File: src/rtl/armCtrlPkg.sv
package armCtrlPkg;

  // Instruction word, read as data processing or as load/store
  typedef union packed {
    struct packed {
      logic [3:0]  cond;
      logic [1:0]  instrClass;
      logic        imm;         // Operand 2 is an immediate
      logic [3:0]  opcode;
      logic        sBit;        // Set flags
      logic [3:0]  rn;
      logic [3:0]  rd;
      logic [11:0] operand;
    } dp;
    struct packed {
      logic [3:0]  cond;
      logic [1:0]  instrClass;
      logic        regForm;     // Register offset for word access
      logic        p;
      logic        u;           // Add offset when set
      logic        b;           // Byte for word class, immediate form for halfword
      logic        w;
      logic        l;           // Load when set
      logic [3:0]  rn;
      logic [3:0]  rd;
      logic [11:0] offset;
    } mem;
  } instrT;

  // Ordered N, Z, C, V from the top bit down
  typedef logic [3:0] flagsT;

  // ALU operation codes
  typedef logic [2:0] aluOpT;
  localparam aluOpT AluAnd = 3'd0;
  localparam aluOpT AluEor = 3'd1;
  localparam aluOpT AluAdd = 3'd2;
  localparam aluOpT AluOrr = 3'd3;
  localparam aluOpT AluMov = 3'd4;
  localparam aluOpT AluBic = 3'd5;
  localparam aluOpT AluMvn = 3'd6;

  // Data processing opcodes, also used as ALU control
  localparam logic [3:0] OpAnd = 4'b0000;
  localparam logic [3:0] OpEor = 4'b0001;
  localparam logic [3:0] OpSub = 4'b0010;
  localparam logic [3:0] OpRsb = 4'b0011;
  localparam logic [3:0] OpAdd = 4'b0100;
  localparam logic [3:0] OpAdc = 4'b0101;
  localparam logic [3:0] OpSbc = 4'b0110;
  localparam logic [3:0] OpRsc = 4'b0111;
  localparam logic [3:0] OpTst = 4'b1000;
  localparam logic [3:0] OpTeq = 4'b1001;
  localparam logic [3:0] OpCmp = 4'b1010;
  localparam logic [3:0] OpCmn = 4'b1011;
  localparam logic [3:0] OpOrr = 4'b1100;
  localparam logic [3:0] OpMov = 4'b1101;
  localparam logic [3:0] OpBic = 4'b1110;
  localparam logic [3:0] OpMvn = 4'b1111;

  // Condition field codes
  localparam logic [3:0] CondEq = 4'b0000;
  localparam logic [3:0] CondNe = 4'b0001;
  localparam logic [3:0] CondCs = 4'b0010;
  localparam logic [3:0] CondCc = 4'b0011;
  localparam logic [3:0] CondMi = 4'b0100;
  localparam logic [3:0] CondPl = 4'b0101;
  localparam logic [3:0] CondVs = 4'b0110;
  localparam logic [3:0] CondVc = 4'b0111;
  localparam logic [3:0] CondHi = 4'b1000;
  localparam logic [3:0] CondLs = 4'b1001;
  localparam logic [3:0] CondGe = 4'b1010;
  localparam logic [3:0] CondLt = 4'b1011;
  localparam logic [3:0] CondGt = 4'b1100;
  localparam logic [3:0] CondLe = 4'b1101;
  localparam logic [3:0] CondAl = 4'b1110;

endpackage

File: src/rtl/execCtrlIf.sv
`timescale 1ns/10ps

// Registered Execute-stage controls
interface execCtrlIf;
  logic       aluOp;       // Data processing opcode in aluControl
  logic [3:0] aluControl;
  logic       aluSrc;
  logic [1:0] flagWrite;   // NZ on bit 1, CV on bit 0
  logic       branch;
  logic       memWrite;
  logic       regWrite;
  logic       memtoReg;
  logic       pcSrc;
  logic [3:0] cond;
  logic       halfword;
  logic       storeByte;

  modport decode (
    output aluOp, aluControl, aluSrc, flagWrite, branch, memWrite,
           regWrite, memtoReg, pcSrc, cond, halfword, storeByte
  );

  modport execute (
    input aluOp, aluControl, aluSrc, flagWrite, branch, memWrite,
          regWrite, memtoReg, pcSrc, cond, halfword, storeByte
  );

endinterface

File: src/rtl/instrDecoder.sv
`timescale 1ns/10ps

module instrDecoder import armCtrlPkg::*; (
  input  logic              clk,
  input  logic              reset,
  input  instrT             InstrD,
  input  logic              StallE,
  input  logic              FlushE,
  output logic [1:0]        RegSrcD,
  output logic [1:0]        ImmSrcD,
  output logic              pcSrcD,
  execCtrlIf.decode         ctrl
);

  logic [9:0]  controlsD;
  logic        aluSrcD, memtoRegD, regWriteD, memWriteD, branchD, aluOpD;
  logic        halfwordD, storeByteD;
  logic [3:0]  aluControlD;
  logic [1:0]  flagWriteD;
  logic [18:0] execD, execQ;

  // Control word for a load or store
  function automatic logic [9:0] memControls(input logic isLoad, input logic immForm);
    return {isLoad ? 2'b00 : 2'b10, 2'b01, immForm, isLoad, isLoad, ~isLoad, 2'b00};
  endfunction

  // ============================
  // Decode
  // ============================

  // {RegSrc, ImmSrc, aluSrc, memtoReg, regWrite, memWrite, branch, aluOp}
  always_comb begin
    halfwordD  = 1'b0;
    storeByteD = 1'b0;
    case (InstrD.dp.instrClass)
      2'b00: begin
        if (!InstrD.dp.imm && InstrD.dp.operand[7] && InstrD.dp.operand[4]) begin
          // Halfword transfer, bit 22 picks the immediate form
          halfwordD = 1'b1;
          controlsD = memControls(InstrD.mem.l, InstrD.mem.b);
        end else if (InstrD.dp.imm) begin
          controlsD = 10'b00_00_1_0_1_0_0_1;  // Data processing immediate
        end else begin
          controlsD = 10'b00_00_0_0_1_0_0_1;  // Data processing register
        end
      end
      2'b01: begin
        storeByteD = InstrD.mem.b & ~InstrD.mem.l;
        controlsD  = memControls(InstrD.mem.l, ~InstrD.mem.regForm);
      end
      2'b10:   controlsD = 10'b01_10_1_0_0_0_1_0;  // Branch
      default: controlsD = '0;                    // Unused class acts as a no-op
    endcase
  end

  assign {RegSrcD, ImmSrcD, aluSrcD, memtoRegD,
          regWriteD, memWriteD, branchD, aluOpD} = controlsD;

  always_comb begin
    if (aluOpD) begin
      aluControlD = InstrD.dp.opcode;
      flagWriteD  = {2{InstrD.dp.sBit}};
    end else if (InstrD.dp.instrClass == 2'b01 || halfwordD) begin
      aluControlD = InstrD.mem.u ? OpAdd : OpSub;  // Base plus or minus offset
      flagWriteD  = 2'b00;
    end else begin
      aluControlD = OpAdd;  // Branch target
      flagWriteD  = 2'b00;
    end
  end

  // Write to R15 redirects fetch
  assign pcSrcD = (InstrD.dp.rd == 4'hf && regWriteD) || branchD;

  // ============================
  // Decode to Execute register
  // ============================
  assign execD = {aluOpD, aluControlD, aluSrcD, flagWriteD, branchD, memWriteD,
                  regWriteD, memtoRegD, pcSrcD, InstrD.dp.cond, halfwordD, storeByteD};

  always_ff @(posedge clk) begin
    if (reset) begin
      execQ <= '0;
    end else if (!StallE) begin
      if (FlushE)
        execQ <= '0;  // Bubble
      else
        execQ <= execD;
    end
  end

  assign {ctrl.aluOp, ctrl.aluControl, ctrl.aluSrc, ctrl.flagWrite, ctrl.branch,
          ctrl.memWrite, ctrl.regWrite, ctrl.memtoReg, ctrl.pcSrc, ctrl.cond,
          ctrl.halfword, ctrl.storeByte} = execQ;

endmodule

File: src/rtl/aluDecoder.sv
`timescale 1ns/10ps

module aluDecoder import armCtrlPkg::*; (
  execCtrlIf.execute ctrl,
  output aluOpT      ALUOperationE,
  output logic       InvertBE,
  output logic       ReverseInputsE,
  output logic       CVUpdateE,
  output logic       doNotWriteReg
);

  always_comb begin
    ALUOperationE  = AluAdd;
    InvertBE       = 1'b0;
    ReverseInputsE = 1'b0;
    CVUpdateE      = 1'b0;
    doNotWriteReg  = 1'b0;

    if (ctrl.aluOp) begin
      case (ctrl.aluControl)
        OpAnd, OpTst: ALUOperationE = AluAnd;
        OpEor, OpTeq: ALUOperationE = AluEor;
        OpOrr:        ALUOperationE = AluOrr;
        OpMov:        ALUOperationE = AluMov;
        OpBic:        ALUOperationE = AluBic;
        OpMvn:        ALUOperationE = AluMvn;
        OpSub, OpRsb, OpAdd, OpAdc,
        OpSbc, OpRsc, OpCmp, OpCmn: begin
          ALUOperationE = AluAdd;  // Subtracts reuse the adder
          CVUpdateE     = 1'b1;
        end
      endcase

      // Subtraction as A plus inverted B
      InvertBE       = ctrl.aluControl inside {OpSub, OpSbc, OpRsb, OpRsc, OpCmp};
      ReverseInputsE = ctrl.aluControl inside {OpRsb, OpRsc};

      // TST, TEQ, CMP and CMN only set flags
      doNotWriteReg  = (ctrl.aluControl[3:2] == 2'b10);
    end else begin
      InvertBE = (ctrl.aluControl == OpSub);  // Down offset on a load or store
    end
  end

endmodule

File: src/rtl/condUnit.sv
`timescale 1ns/10ps

module condUnit import armCtrlPkg::*; (
  input  logic       clk,
  input  logic       reset,
  input  logic       StallE,
  input  flagsT      FlagsE,
  execCtrlIf.execute ctrl,
  output logic       condEx,
  output flagsT      PreviousFlagsE
);

  flagsT flagsQ, flagsNext;
  logic  n, z, c, v;

  assign {n, z, c, v} = flagsQ;

  // Condition check against the stored flags
  always_comb begin
    case (ctrl.cond)
      CondEq:  condEx = z;
      CondNe:  condEx = ~z;
      CondCs:  condEx = c;
      CondCc:  condEx = ~c;
      CondMi:  condEx = n;
      CondPl:  condEx = ~n;
      CondVs:  condEx = v;
      CondVc:  condEx = ~v;
      CondHi:  condEx = c & ~z;
      CondLs:  condEx = ~c | z;
      CondGe:  condEx = (n == v);
      CondLt:  condEx = (n != v);
      CondGt:  condEx = ~z & (n == v);
      CondLe:  condEx = z | (n != v);
      CondAl:  condEx = 1'b1;
      default: condEx = 1'b0;  // 1111 never executes
    endcase
  end

  // NZ and CV pairs update separately
  always_comb begin
    flagsNext = flagsQ;
    if (condEx && ctrl.flagWrite[1])
      flagsNext[3:2] = FlagsE[3:2];
    if (condEx && ctrl.flagWrite[0])
      flagsNext[1:0] = FlagsE[1:0];
  end

  always_ff @(posedge clk) begin
    if (reset)
      flagsQ <= '0;
    else if (!StallE)
      flagsQ <= flagsNext;  // Held while Execute stalls
  end

  assign PreviousFlagsE = flagsQ;

endmodule

File: src/rtl/writeGate.sv
`timescale 1ns/10ps

module writeGate (
  input  logic       clk,
  input  logic       reset,
  input  logic       StallM,
  input  logic       StallW,
  input  logic       FlushW,
  execCtrlIf.execute ctrl,
  input  logic       condEx,
  input  logic       doNotWriteReg,
  input  logic       pcSrcD,
  input  logic [1:0] ALUResultLowE,
  output logic       BranchTakenE,
  output logic       MemWriteM,
  output logic [3:0] ByteMaskM,
  output logic       MemtoRegW,
  output logic       RegWriteW,
  output logic       PCSrcW,
  output logic       PCWrPendingF
);

  logic       memWriteGatedE, regWriteGatedE, pcSrcGatedE;
  logic [3:0] byteMaskE;
  logic       memtoRegM, regWriteM, pcSrcM;

  // ============================
  // Execute gating
  // ============================
  assign BranchTakenE   = ctrl.branch & condEx;
  assign memWriteGatedE = ctrl.memWrite & condEx;
  assign regWriteGatedE = ctrl.regWrite & condEx & ~doNotWriteReg;
  assign pcSrcGatedE    = ctrl.pcSrc & condEx;

  // Byte lanes from the low address bits
  always_comb begin
    if (ctrl.halfword)
      byteMaskE = ALUResultLowE[1] ? 4'b1100 : 4'b0011;
    else if (ctrl.storeByte)
      byteMaskE = 4'b0001 << ALUResultLowE;  // Single lane
    else
      byteMaskE = 4'b1111;
  end

  // ============================
  // Memory and Writeback
  // ============================
  always_ff @(posedge clk) begin
    if (reset) begin
      MemWriteM <= 1'b0;
      memtoRegM <= 1'b0;
      regWriteM <= 1'b0;
      pcSrcM    <= 1'b0;
    end else if (!StallM) begin
      MemWriteM <= memWriteGatedE;
      memtoRegM <= ctrl.memtoReg;
      regWriteM <= regWriteGatedE;
      pcSrcM    <= pcSrcGatedE;
    end
  end

  always_ff @(posedge clk) begin
    if (!StallM)
      ByteMaskM <= byteMaskE;
  end

  always_ff @(posedge clk) begin
    if (reset || (FlushW && !StallW)) begin
      MemtoRegW <= 1'b0;
      RegWriteW <= 1'b0;
      PCSrcW    <= 1'b0;
    end else if (!StallW) begin
      MemtoRegW <= memtoRegM;
      RegWriteW <= regWriteM;
      PCSrcW    <= pcSrcM;
    end
  end

  // Any PC write still in flight blocks fetch
  assign PCWrPendingF = pcSrcD | ctrl.pcSrc | pcSrcM;

endmodule

File: src/rtl/armController.sv
`timescale 1ns/10ps

module armController (
  input  logic        clk,
  input  logic        reset,
  input  logic [31:0] InstrD,
  input  logic [3:0]  FlagsE,
  input  logic [1:0]  ALUResultLowE,  // Address bits from the datapath
  input  logic        StallE,
  input  logic        FlushE,
  input  logic        StallM,
  input  logic        StallW,
  input  logic        FlushW,
  output logic [1:0]  RegSrcD,
  output logic [1:0]  ImmSrcD,
  output logic [3:0]  ALUControlE,
  output logic        ALUSrcE,
  output logic [2:0]  ALUOperationE,
  output logic        InvertBE,
  output logic        ReverseInputsE,
  output logic        CVUpdateE,
  output logic        BranchTakenE,
  output logic [3:0]  PreviousFlagsE,
  output logic        MemWriteM,
  output logic [3:0]  ByteMaskM,
  output logic        MemtoRegW,
  output logic        RegWriteW,
  output logic        PCSrcW,
  output logic        PCWrPendingF
);

  logic pcSrcD, condEx, doNotWriteReg;

  execCtrlIf execCtrl ();

  // ============================
  // Decode
  // ============================
  instrDecoder decodeStage (
    .clk     (clk),
    .reset   (reset),
    .InstrD  (InstrD),
    .StallE  (StallE),
    .FlushE  (FlushE),
    .RegSrcD (RegSrcD),
    .ImmSrcD (ImmSrcD),
    .pcSrcD  (pcSrcD),
    .ctrl    (execCtrl.decode)
  );

  // ============================
  // Execute and beyond
  // ============================
  aluDecoder aluDec (
    .ctrl           (execCtrl.execute),
    .ALUOperationE  (ALUOperationE),
    .InvertBE       (InvertBE),
    .ReverseInputsE (ReverseInputsE),
    .CVUpdateE      (CVUpdateE),
    .doNotWriteReg  (doNotWriteReg)
  );

  condUnit condition (
    .clk            (clk),
    .reset          (reset),
    .StallE         (StallE),
    .FlagsE         (FlagsE),
    .ctrl           (execCtrl.execute),
    .condEx         (condEx),
    .PreviousFlagsE (PreviousFlagsE)
  );

  writeGate gate (
    .clk           (clk),
    .reset         (reset),
    .StallM        (StallM),
    .StallW        (StallW),
    .FlushW        (FlushW),
    .ctrl          (execCtrl.execute),
    .condEx        (condEx),
    .doNotWriteReg (doNotWriteReg),
    .pcSrcD        (pcSrcD),
    .ALUResultLowE (ALUResultLowE),
    .BranchTakenE  (BranchTakenE),
    .MemWriteM     (MemWriteM),
    .ByteMaskM     (ByteMaskM),
    .MemtoRegW     (MemtoRegW),
    .RegWriteW     (RegWriteW),
    .PCSrcW        (PCSrcW),
    .PCWrPendingF  (PCWrPendingF)
  );

  assign ALUControlE = execCtrl.aluControl;
  assign ALUSrcE     = execCtrl.aluSrc;

endmodule

File: config.mk
export PLATFORM = sky130hd
export DESIGN_NAME = armController
export DESIGN_NICKNAME = d
export VERILOG_FILES = /design/src/rtl/armCtrlPkg.sv /design/src/rtl/execCtrlIf.sv /design/src/rtl/instrDecoder.sv /design/src/rtl/aluDecoder.sv /design/src/rtl/condUnit.sv /design/src/rtl/writeGate.sv /design/src/rtl/armController.sv
export SDC_FILE = /design/constraint.sdc
export NUM_CORES = 1
export LEC_CHECK = 0
export ABC_CLOCK_PERIOD_IN_PS = 2100
export BUFFER_PORTS_ARGS = -buffer_cell sky130_fd_sc_hd__buf_2
export CAP_MARGIN = 40
export CORE_MARGIN = 5
export CORE_UTILIZATION = 47
export DETAILED_ROUTE_END_ITERATION = 10
export PLACE_DENSITY = 0.76
export SYNTH_ARGS = -nofsm -noshare
export SYNTH_HDL_FRONTEND = slang
export SYNTH_SLANG_ARGS = --single-unit
File: constraint.sdc
create_clock -name clk -period 2.1 [get_ports clk]
set_input_delay 0.315 -clock clk [delete_from_list [all_inputs] [get_ports clk]]
set_output_delay 0.315 -clock clk [all_outputs]
set_load 0.005 [all_outputs]
==> impl_metrics.xml, run 1 <==
<?xml version="1.0" encoding="UTF-8"?>
<metrics>
  <group name="place">
    <metric name="port_buffer_count" unit="">59</metric>
    <metric name="hpwl_reported_at_the_end_of_detailed_placement" unit="µm">2873</metric>
    <metric name="routability_driven_placement_congestion_ratio" unit="">0.8307</metric>
  </group>
  <group name="clocking">
    <metric name="worst_setup_hold_path_clk_slew" unit="ns">0.11</metric>
    <metric name="cts_hold_buffers" unit="">0</metric>
    <metric name="cts-buffers-inserted" unit="">5</metric>
    <metric name="clk_root_buffer_cell" unit="">clkbuf_4</metric>
    <metric name="clock_sinks" unit="">33</metric>
    <metric name="max-clock-path-buffers" unit="">2</metric>
    <metric name="clk_latency" unit="ns">0.33</metric>
    <metric name="tritoncts" unit="">yes</metric>
    <metric name="cts-htree-levels" unit="">2</metric>
  </group>
  <group name="setup_path">
    <metric name="critical_path.most_common_cell" unit="">nor3b_2</metric>
    <metric name="timing.critical_path.buf_inv" unit="">2</metric>
    <metric name="cp_slowest_stage_delay" unit="ns">0.35</metric>
    <metric name="critPathSlowestCell" unit="">dfxtp_2</metric>
    <metric name="critPathLaunchType" unit="">register</metric>
    <metric name="critical_path.endpoint_type" unit="">primary output</metric>
    <metric name="timing.critical_path.cells" unit="">buf_4 -&gt; nor3b_2 -&gt; nand3_1 -&gt; a31oi_2 -&gt; nor3_4 -&gt; nor3b_2 -&gt; buf_2</metric>
    <metric name="worstPathRequired" unit="ns">1.78</metric>
    <metric name="crit_type" unit="">register to primary output</metric>
    <metric name="critical_path_depth" unit="">7</metric>
    <metric name="r2r_cells" unit="">7</metric>
    <metric name="worst_path_dominant_cell_family" unit="">simple AND/OR/NAND/NOR gates</metric>
    <metric name="critPathMaxFanout" unit="">6</metric>
    <metric name="cp.arrival" unit="ns">1.78</metric>
  </group>
  <group name="finish">
    <metric name="largest_register_ff_count" unit="">18</metric>
    <metric name="drive_above_1_share" unit="">0.3509</metric>
    <metric name="finalNetCount" unit="">309</metric>
    <metric name="finalCoreUtilization" unit="">0.6469</metric>
    <metric name="insertedDiodeCount" unit="">0</metric>
    <metric name="register_with_the_highest_flop_count" unit="">decodeStage.execQ</metric>
    <metric name="layout-area-overhead-vs-synth" unit="%">29.66</metric>
  </group>
  <group name="timing">
    <metric name="clock_skew" unit="ns">0.01052</metric>
    <metric name="hold_viol_final" unit="">0</metric>
    <metric name="post-route-period-util" unit="">0.9989</metric>
    <metric name="slew_headroom" unit="">0.6349</metric>
    <metric name="post-route-min-period" unit="ns">2.098</metric>
    <metric name="tightestPinTransition" unit="ns">0.5456</metric>
    <metric name="report.final.setup_viol" unit="">0</metric>
    <metric name="fmax" unit="MHz">476.7</metric>
    <metric name="slew_viol_final" unit="">0</metric>
    <metric name="setup-tns-final" unit="ns">0</metric>
    <metric name="rsz_0062_raised_after_global_routing" unit="">true</metric>
  </group>
  <group name="grt">
    <metric name="grt_util_met1" unit="">0.2075</metric>
    <metric name="global_route.overflow_total" unit="">0</metric>
    <metric name="grt_util_met3" unit="">0.04735</metric>
    <metric name="grt_pass1_wl" unit="µm">6279</metric>
    <metric name="maximum_number_of_pins_on_one_net_before_global_route_repair" unit="">34</metric>
    <metric name="grt_use_met2" unit="">0.2413</metric>
    <metric name="number_of_antenna_violations_at_the_first_check_in_global_routing" unit="">0</metric>
    <metric name="gr-usage-all-layers" unit="">0.1554</metric>
    <metric name="grt.busiest_layer" unit="">met2</metric>
    <metric name="grt_pass1_vias" unit="">1401</metric>
  </group>
  <group name="detailed_routing">
    <metric name="postRouteWirelength" unit="µm">3864</metric>
    <metric name="drtIter0Drc" unit="">111</metric>
    <metric name="antenna_violating_nets_post_route" unit="">0</metric>
    <metric name="vias" unit="">1628</metric>
    <metric name="wl_per_cell" unit="µm">12.42</metric>
    <metric name="drt_drc_violations_left" unit="">0</metric>
    <metric name="vias_per_cell" unit="">5.235</metric>
    <metric name="dr.pass1.iters" unit="">4</metric>
  </group>
  <group name="pwr">
    <metric name="p_int" unit="mW">1.092</metric>
    <metric name="p_sw_frac" unit="">0.2259</metric>
    <metric name="power_leakage" unit="nW">0.8850</metric>
    <metric name="pwr_density_cell" unit="mW/mm²">638.2</metric>
    <metric name="p_seq_frac" unit="">0.468</metric>
    <metric name="peakVddDrop" unit="mV">0.5130</metric>
    <metric name="share_comb_of_total_power" unit="">0.106</metric>
    <metric name="switching_power" unit="mW">0.3186</metric>
    <metric name="pwr-share-clk" unit="">0.426</metric>
  </group>
  <group name="synthesis">
    <metric name="async_s_r_ff_share_synth" unit="">0</metric>
    <metric name="synthTopCellsByArea" unit="">dfxtp_1 34%, nor2_1 7.5%, edfxtp_1 7.0%</metric>
    <metric name="synth.distinct_cells" unit="">45</metric>
    <metric name="main_flop_type_after_synthesis" unit="">dfxtp_1</metric>
    <metric name="ys_ff_latch" unit="">33</metric>
    <metric name="synth-edff-count" unit="">4</metric>
    <metric name="synth.cells.most_frequent" unit="">34 x nor2_1, 29 x dfxtp_1, 16 x a21oi_1</metric>
    <metric name="synthMostInstantiatedCell" unit="">nor2_1</metric>
    <metric name="number_of_synthesis_warnings" unit="">0</metric>
    <metric name="synth_seq_area_share" unit="">0.4112</metric>
    <metric name="synthDominantCellAreaShare" unit="">0.3407</metric>
    <metric name="syn-mean-instance-area" unit="µm²">8.521</metric>
    <metric name="post_synth_instance_area" unit="mm²">0.001704</metric>
    <metric name="cell_type_with_the_largest_total_area_after_synthesis" unit="">dfxtp_1</metric>
    <metric name="synthCells" unit="">200</metric>
    <metric name="synth_nets" unit="">245</metric>
  </group>
  <group name="floorplan">
    <metric name="die_height" unit="µm">70.22</metric>
    <metric name="die_width" unit="µm">70.22</metric>
    <metric name="floorplan.initialDensity" unit="">0.4989</metric>
    <metric name="core.rowCount" unit="">21</metric>
    <metric name="coreArea" unit="mm²">0.003416</metric>
    <metric name="dieArea" unit="mm²">0.004930</metric>
    <metric name="io_pins" unit="">74</metric>
  </group>
  <group name="hold_path">
    <metric name="hold_path_depth" unit="">3</metric>
    <metric name="hp-class" unit="">primary input to register</metric>
  </group>
  <group name="run">
    <metric name="max_cap_viol_count" unit="">0</metric>
  </group>
  <group name="run_status">
    <metric name="run_status" unit="">finished, final reports clean</metric>
  </group>
</metrics>
==> placed cells by master (no fill, tap or decap), types with 3 or more instances in the layout <==
master	netlist	final
dfxtp_2	0	4
clkbuf_4	0	5
inv_1	5	5
mux2i_1	6	6
nand2_1	12	12
a22oi_1	12	12
nand2b_1	9	9
o21ai_1	3	3
nand3b_1	3	3
a21oi_1	16	14
nor2_1	34	34
nor2b_1	6	5
dfxtp_1	29	24
buf_4	2	9
edfxtp_1	4	4
nor3b_1	7	6
o21ai_0	4	4
o22ai_1	4	4
nor3_1	5	5
buf_2	1	59
==> stage by stage <==
step | total power [mW] | instance area [µm²] | cells | setup WS (ns) | hold slack (ns)
final | 1.410 | 2210 | 311 | 0.002283 | 0.2077
after global routing | 1.466 | 2210 | 311 | -0.1044 | 0.2031
after detailed placement | 0.8197 | 2052 | 301 | 0.09957 | 0.4554
after CTS | 1.422 | 2196 | 310 | -0.04084 | 0.1975
after global placement | 0.8172 | 2052 | 301 | 0.1136 | 0.4475
after floorplan | 0.7551 | 1704 | 200 | 0.2825 | 0.4361
==> power by group through the flow <==
stage / Sequential, mW / Clock, mW / Combinational (mW)
4_1_cts: 0.660 / 0.611 / 0.150
6_report: 0.660 / 0.601 / 0.149
2_1_floorplan: 0.670 / 0 / 0.0851
5_1_grt: 0.662 / 0.637 / 0.166
3_3_place_gp: 0.675 / 0 / 0.143
3_5_place_dp: 0.675 / 0 / 0.145
==> worst min-delay path, stage by stage <==
cell and delay (ns):
buf_2 0.08, a22oi_1 0.05, nor2_1 0.07
==> routing by layer <==
| layer | share of wire | vias to the layer above |
|---|---|---|
| met4 | 0.012 | 0 |
| met5 | 0 | - |
| met1 | 0.46 | 722 |
| met2 | 0.45 | 54 |
| li1 | - | 846 |
| met3 | 0.079 | 6 |
==> worst paths after layout <==
check                       startpoint                     to  slack (ns)
hold reg to reg   decodeStage.execQ[8]   decodeStage.execQ[8]        0.47
hold / removal              InstrD[21]  decodeStage.execQ[14]        0.21
setup reg to reg  decodeStage.execQ[3]         gate.regWriteM        0.06
setup / recovery  decodeStage.execQ[3]           BranchTakenE       0.002
==> final cells by class <==
| type | count | area, µm² |
|---|---|---|
| multi-input combinational | 151 | 954.7 |
| inverter | 5 | 18.77 |
| clock inverter | 3 | 68.82 |
| sequential | 33 | 709.4 |
| timing repair buffer | 68 | 362.8 |
| tap | 46 | 57.56 |
| clock buffer | 5 | 37.54 |
| fill | 301 | 1206 |
==> logic make-up (layout without fill, tap and decap cells) <==
family | Yosys count | count (layout) | share of synthesized area
flops | 33 | 33 | 0.4112
buf+inv | 16 | 81 | 0.04479
mux | 6 | 6 | 0.03524
simple gates | 94 | 94 | 0.3113
compound gates | 51 | 51 | 0.1975
==> repair_timing <==
item | 4_1_cts | 5_1_grt
pin swaps | 4 | 3
setup buffers | 1 | 1
gates cloned | 0 | 0
setup endpoints to repair | 1 | 8
gates resized for setup | 10 | 2
(Power assumes the default switching activity.)
==> inputs of run 2 (changes only) <==
--- a/config.mk
+++ b/config.mk
@@ -8,8 +8,10 @@
 export ABC_CLOCK_PERIOD_IN_PS = 2100
 export BUFFER_PORTS_ARGS = -buffer_cell sky130_fd_sc_hd__buf_2
 export CAP_MARGIN = 40
+export CELL_PAD_IN_SITES_DETAIL_PLACEMENT = 1
+export CELL_PAD_IN_SITES_GLOBAL_PLACEMENT = 2
 export CORE_MARGIN = 5
-export CORE_UTILIZATION = 47
+export CORE_UTILIZATION = 26
 export DETAILED_ROUTE_END_ITERATION = 10
 export PLACE_DENSITY = 0.76
 export SYNTH_ARGS = -nofsm -noshare
==> impl_metrics.xml, run 2 (synthesized netlist as in run 1, its figures left out) <==
<?xml version="1.0" encoding="UTF-8"?>
<metrics>
  <group name="timing">
    <metric name="hold_viol_final" unit="">0</metric>
    <metric name="rsz_0062_raised_after_global_routing" unit="">true</metric>
    <metric name="post-route-min-period" unit="ns">2.070</metric>
    <metric name="timing.final.ws_setup" unit="ns">0.03015</metric>
    <metric name="fmax" unit="MHz">483.1</metric>
    <metric name="hold_slack" unit="ns">0.2685</metric>
    <metric name="tightestPinTransition" unit="ns">0.5496</metric>
    <metric name="report.final.setup_viol" unit="">0</metric>
    <metric name="clock_skew" unit="ns">0.003111</metric>
    <metric name="slew_viol_final" unit="">0</metric>
    <metric name="post-route-period-util" unit="">0.9856</metric>
    <metric name="slew_headroom" unit="">0.6336</metric>
  </group>
  <group name="pwr">
    <metric name="p_int" unit="mW">0.9528</metric>
    <metric name="power_leakage" unit="nW">0.9125</metric>
    <metric name="peakVddDrop" unit="mV">0.2350</metric>
    <metric name="p_sw_frac" unit="">0.2630</metric>
    <metric name="p_seq_frac" unit="">0.510</metric>
    <metric name="share_comb_of_total_power" unit="">0.128</metric>
    <metric name="switching_power" unit="mW">0.3400</metric>
    <metric name="pwr-share-clk" unit="">0.362</metric>
    <metric name="pwr_density_cell" unit="mW/mm²">561.5</metric>
  </group>
  <group name="setup_path">
    <metric name="critPathLaunchType" unit="">register</metric>
    <metric name="timing.critical_path.buf_inv" unit="">1</metric>
    <metric name="critical_path.endpoint_type" unit="">primary output</metric>
    <metric name="timing.critical_path.cells" unit="">mux2i_1 -&gt; a21oi_2 -&gt; o31ai_4 -&gt; and4bb_4 -&gt; nor3b_2 -&gt; buf_2</metric>
    <metric name="ff_to_ff_setup_slack" unit="ns">0.09</metric>
    <metric name="r2r_start" unit="">decodeStage.execQ[3]</metric>
    <metric name="worst_path_dominant_cell_family" unit="">simple AND/OR/NAND/NOR gates</metric>
    <metric name="critPathMaxFanout" unit="">5</metric>
    <metric name="cp.arrival" unit="ns">1.75</metric>
    <metric name="crit_type" unit="">register to primary output</metric>
    <metric name="critPathSlowestCell" unit="">dfxtp_4</metric>
    <metric name="critical_path.startpoint" unit="">decodeStage.execQ[3]</metric>
    <metric name="cp_slowest_stage_delay" unit="ns">0.37</metric>
    <metric name="worstPathRequired" unit="ns">1.78</metric>
  </group>
  <group name="finish">
    <metric name="fillCellCount" unit="">793</metric>
    <metric name="register_with_the_highest_flop_count" unit="">decodeStage.execQ</metric>
    <metric name="mostFrequentLayoutCell" unit="">buf_2</metric>
    <metric name="layout.cells.most_common_list" unit="">59 x buf_2, 34 x nor2_1, 24 x dfxtp_1</metric>
    <metric name="drive_above_1_share" unit="">0.3653</metric>
    <metric name="insertedDiodeCount" unit="">0</metric>
    <metric name="finalNetCount" unit="">315</metric>
    <metric name="layout-area-overhead-vs-synth" unit="%">35.10</metric>
    <metric name="largest_register_ff_count" unit="">18</metric>
  </group>
  <group name="clocking">
    <metric name="clk_root_buffer_cell" unit="">clkbuf_8</metric>
    <metric name="clock_sinks" unit="">33</metric>
    <metric name="clk_latency" unit="ns">0.28</metric>
    <metric name="tritoncts" unit="">yes</metric>
    <metric name="worst_setup_hold_path_clk_slew" unit="ns">0.07</metric>
    <metric name="cts-buffers-inserted" unit="">5</metric>
    <metric name="cts_hold_buffers" unit="">0</metric>
    <metric name="cts-htree-levels" unit="">2</metric>
    <metric name="max-clock-path-buffers" unit="">2</metric>
  </group>
  <group name="place">
    <metric name="post-place-ws" unit="ns">-0.04402</metric>
    <metric name="routability_driven_placement_congestion_ratio" unit="">0.7454</metric>
    <metric name="hpwl_reported_at_the_end_of_detailed_placement" unit="µm">3709</metric>
    <metric name="port_buffer_count" unit="">59</metric>
  </group>
  <group name="floorplan">
    <metric name="coreArea" unit="mm²">0.006350</metric>
    <metric name="die_height" unit="µm">90.96</metric>
    <metric name="core.rowCount" unit="">29</metric>
    <metric name="die_width" unit="µm">90.96</metric>
    <metric name="io_pins" unit="">74</metric>
    <metric name="dieArea" unit="mm²">0.008274</metric>
    <metric name="floorplan.initialDensity" unit="">0.2684</metric>
  </group>
  <group name="hold_path">
    <metric name="holdCritStartpoint" unit="">InstrD[28]</metric>
    <metric name="hp-class" unit="">primary input to register</metric>
  </group>
  <group name="grt">
    <metric name="global_route.overflow_total" unit="">0</metric>
    <metric name="grt_pass1_vias" unit="">1778</metric>
    <metric name="number_of_antenna_violations_at_the_first_check_in_global_routing" unit="">0</metric>
    <metric name="maximum_number_of_pins_on_one_net_before_global_route_repair" unit="">34</metric>
    <metric name="gr-usage-all-layers" unit="">0.1176</metric>
    <metric name="grt_pass1_wl" unit="µm">8273</metric>
  </group>
  <group name="detailed_routing">
    <metric name="postRouteWirelength" unit="µm">4896</metric>
    <metric name="wl_per_cell" unit="µm">14.07</metric>
    <metric name="vias" unit="">1717</metric>
    <metric name="antenna_violating_nets_post_route" unit="">0</metric>
    <metric name="dr.pass1.iters" unit="">4</metric>
    <metric name="drtIter0Drc" unit="">31</metric>
    <metric name="drt_drc_violations_left" unit="">0</metric>
    <metric name="vias_per_cell" unit="">4.934</metric>
  </group>
  <group name="run">
    <metric name="max_cap_viol_count" unit="">0</metric>
  </group>
  <group name="run_status">
    <metric name="run_status" unit="">finished, final reports clean</metric>
  </group>
</metrics>
[run 2: final cells by class]
class / count / area [µm²] / area share
multi-input cells: 151 / 953.4 / 0.4141
flip-flops and latches: 33 / 714.4 / 0.3103
repair buffers: 74 / 432.9 / 0.1880
well taps: 77 / 96.34 / 0.04185
clock buffers: 5 / 68.82 / 0.02989
inverters: 5 / 18.77 / 0.008152
clock inverters: 3 / 17.52 / 0.007609
[run 2: power by group through the flow]
stage	clock (mW)	sequential [mW]	combinational (mW)
final	0.469	0.659	0.165
after CTS	0.489	0.660	0.161
after floorplan	0	0.670	0.0851
after detailed placement	0	0.675	0.154
after global placement	0	0.675	0.151
after global routing	0.512	0.661	0.185
[run 2: repair_timing]
action / CTS / global route
gates resized for setup: 6 / 8
pin swaps: 4 / 3
setup buffers: 2 / 3
setup endpoints to repair: 5 / 8
[run 2: routing by layer]
layer	GRT usage	part of all wire
met1	0.1525	0.47
met2	0.1917	0.46
met3	0.03471	0.054
met4	0.02934	0.0082
met5	0	0
[run 2: worst paths after layout]
path                               end  cells past startpoint
hold / removal    decodeStage.execQ[2]                      3
hold reg to reg   decodeStage.execQ[8]                      2
setup / recovery          BranchTakenE                      6
setup reg to reg           gate.pcSrcM                      7
[run 2: per-stage QoR]
| stage | instances | area (µm²) | setup TNS [ns] | util | total power, mW |
|---|---|---|---|---|---|
| global route | 348 | 2302 | -0.05651 | 0.3626 | 1.359 |
| CTS | 345 | 2247 | -0.06088 | 0.3539 | 1.309 |
| floorplan | 200 | 1704 | 0 | - | 0.7551 |
| detailed placement | 335 | 2113 | -0.1395 | 0.3328 | 0.8293 |
| global placement | 335 | 2113 | 0 | 0.3328 | 0.8257 |
| finish | 348 | 2302 | 0 | 0.3626 | 1.293 |
[run 2: worst register-to-register path, delay by kind of cell, from the launching register on]
kind            cells  cell delay (ns)
compound gates      3             0.44
buf+inv             1             0.13
flops               1             0.37
mux                 1             0.21
simple gates        2             0.79
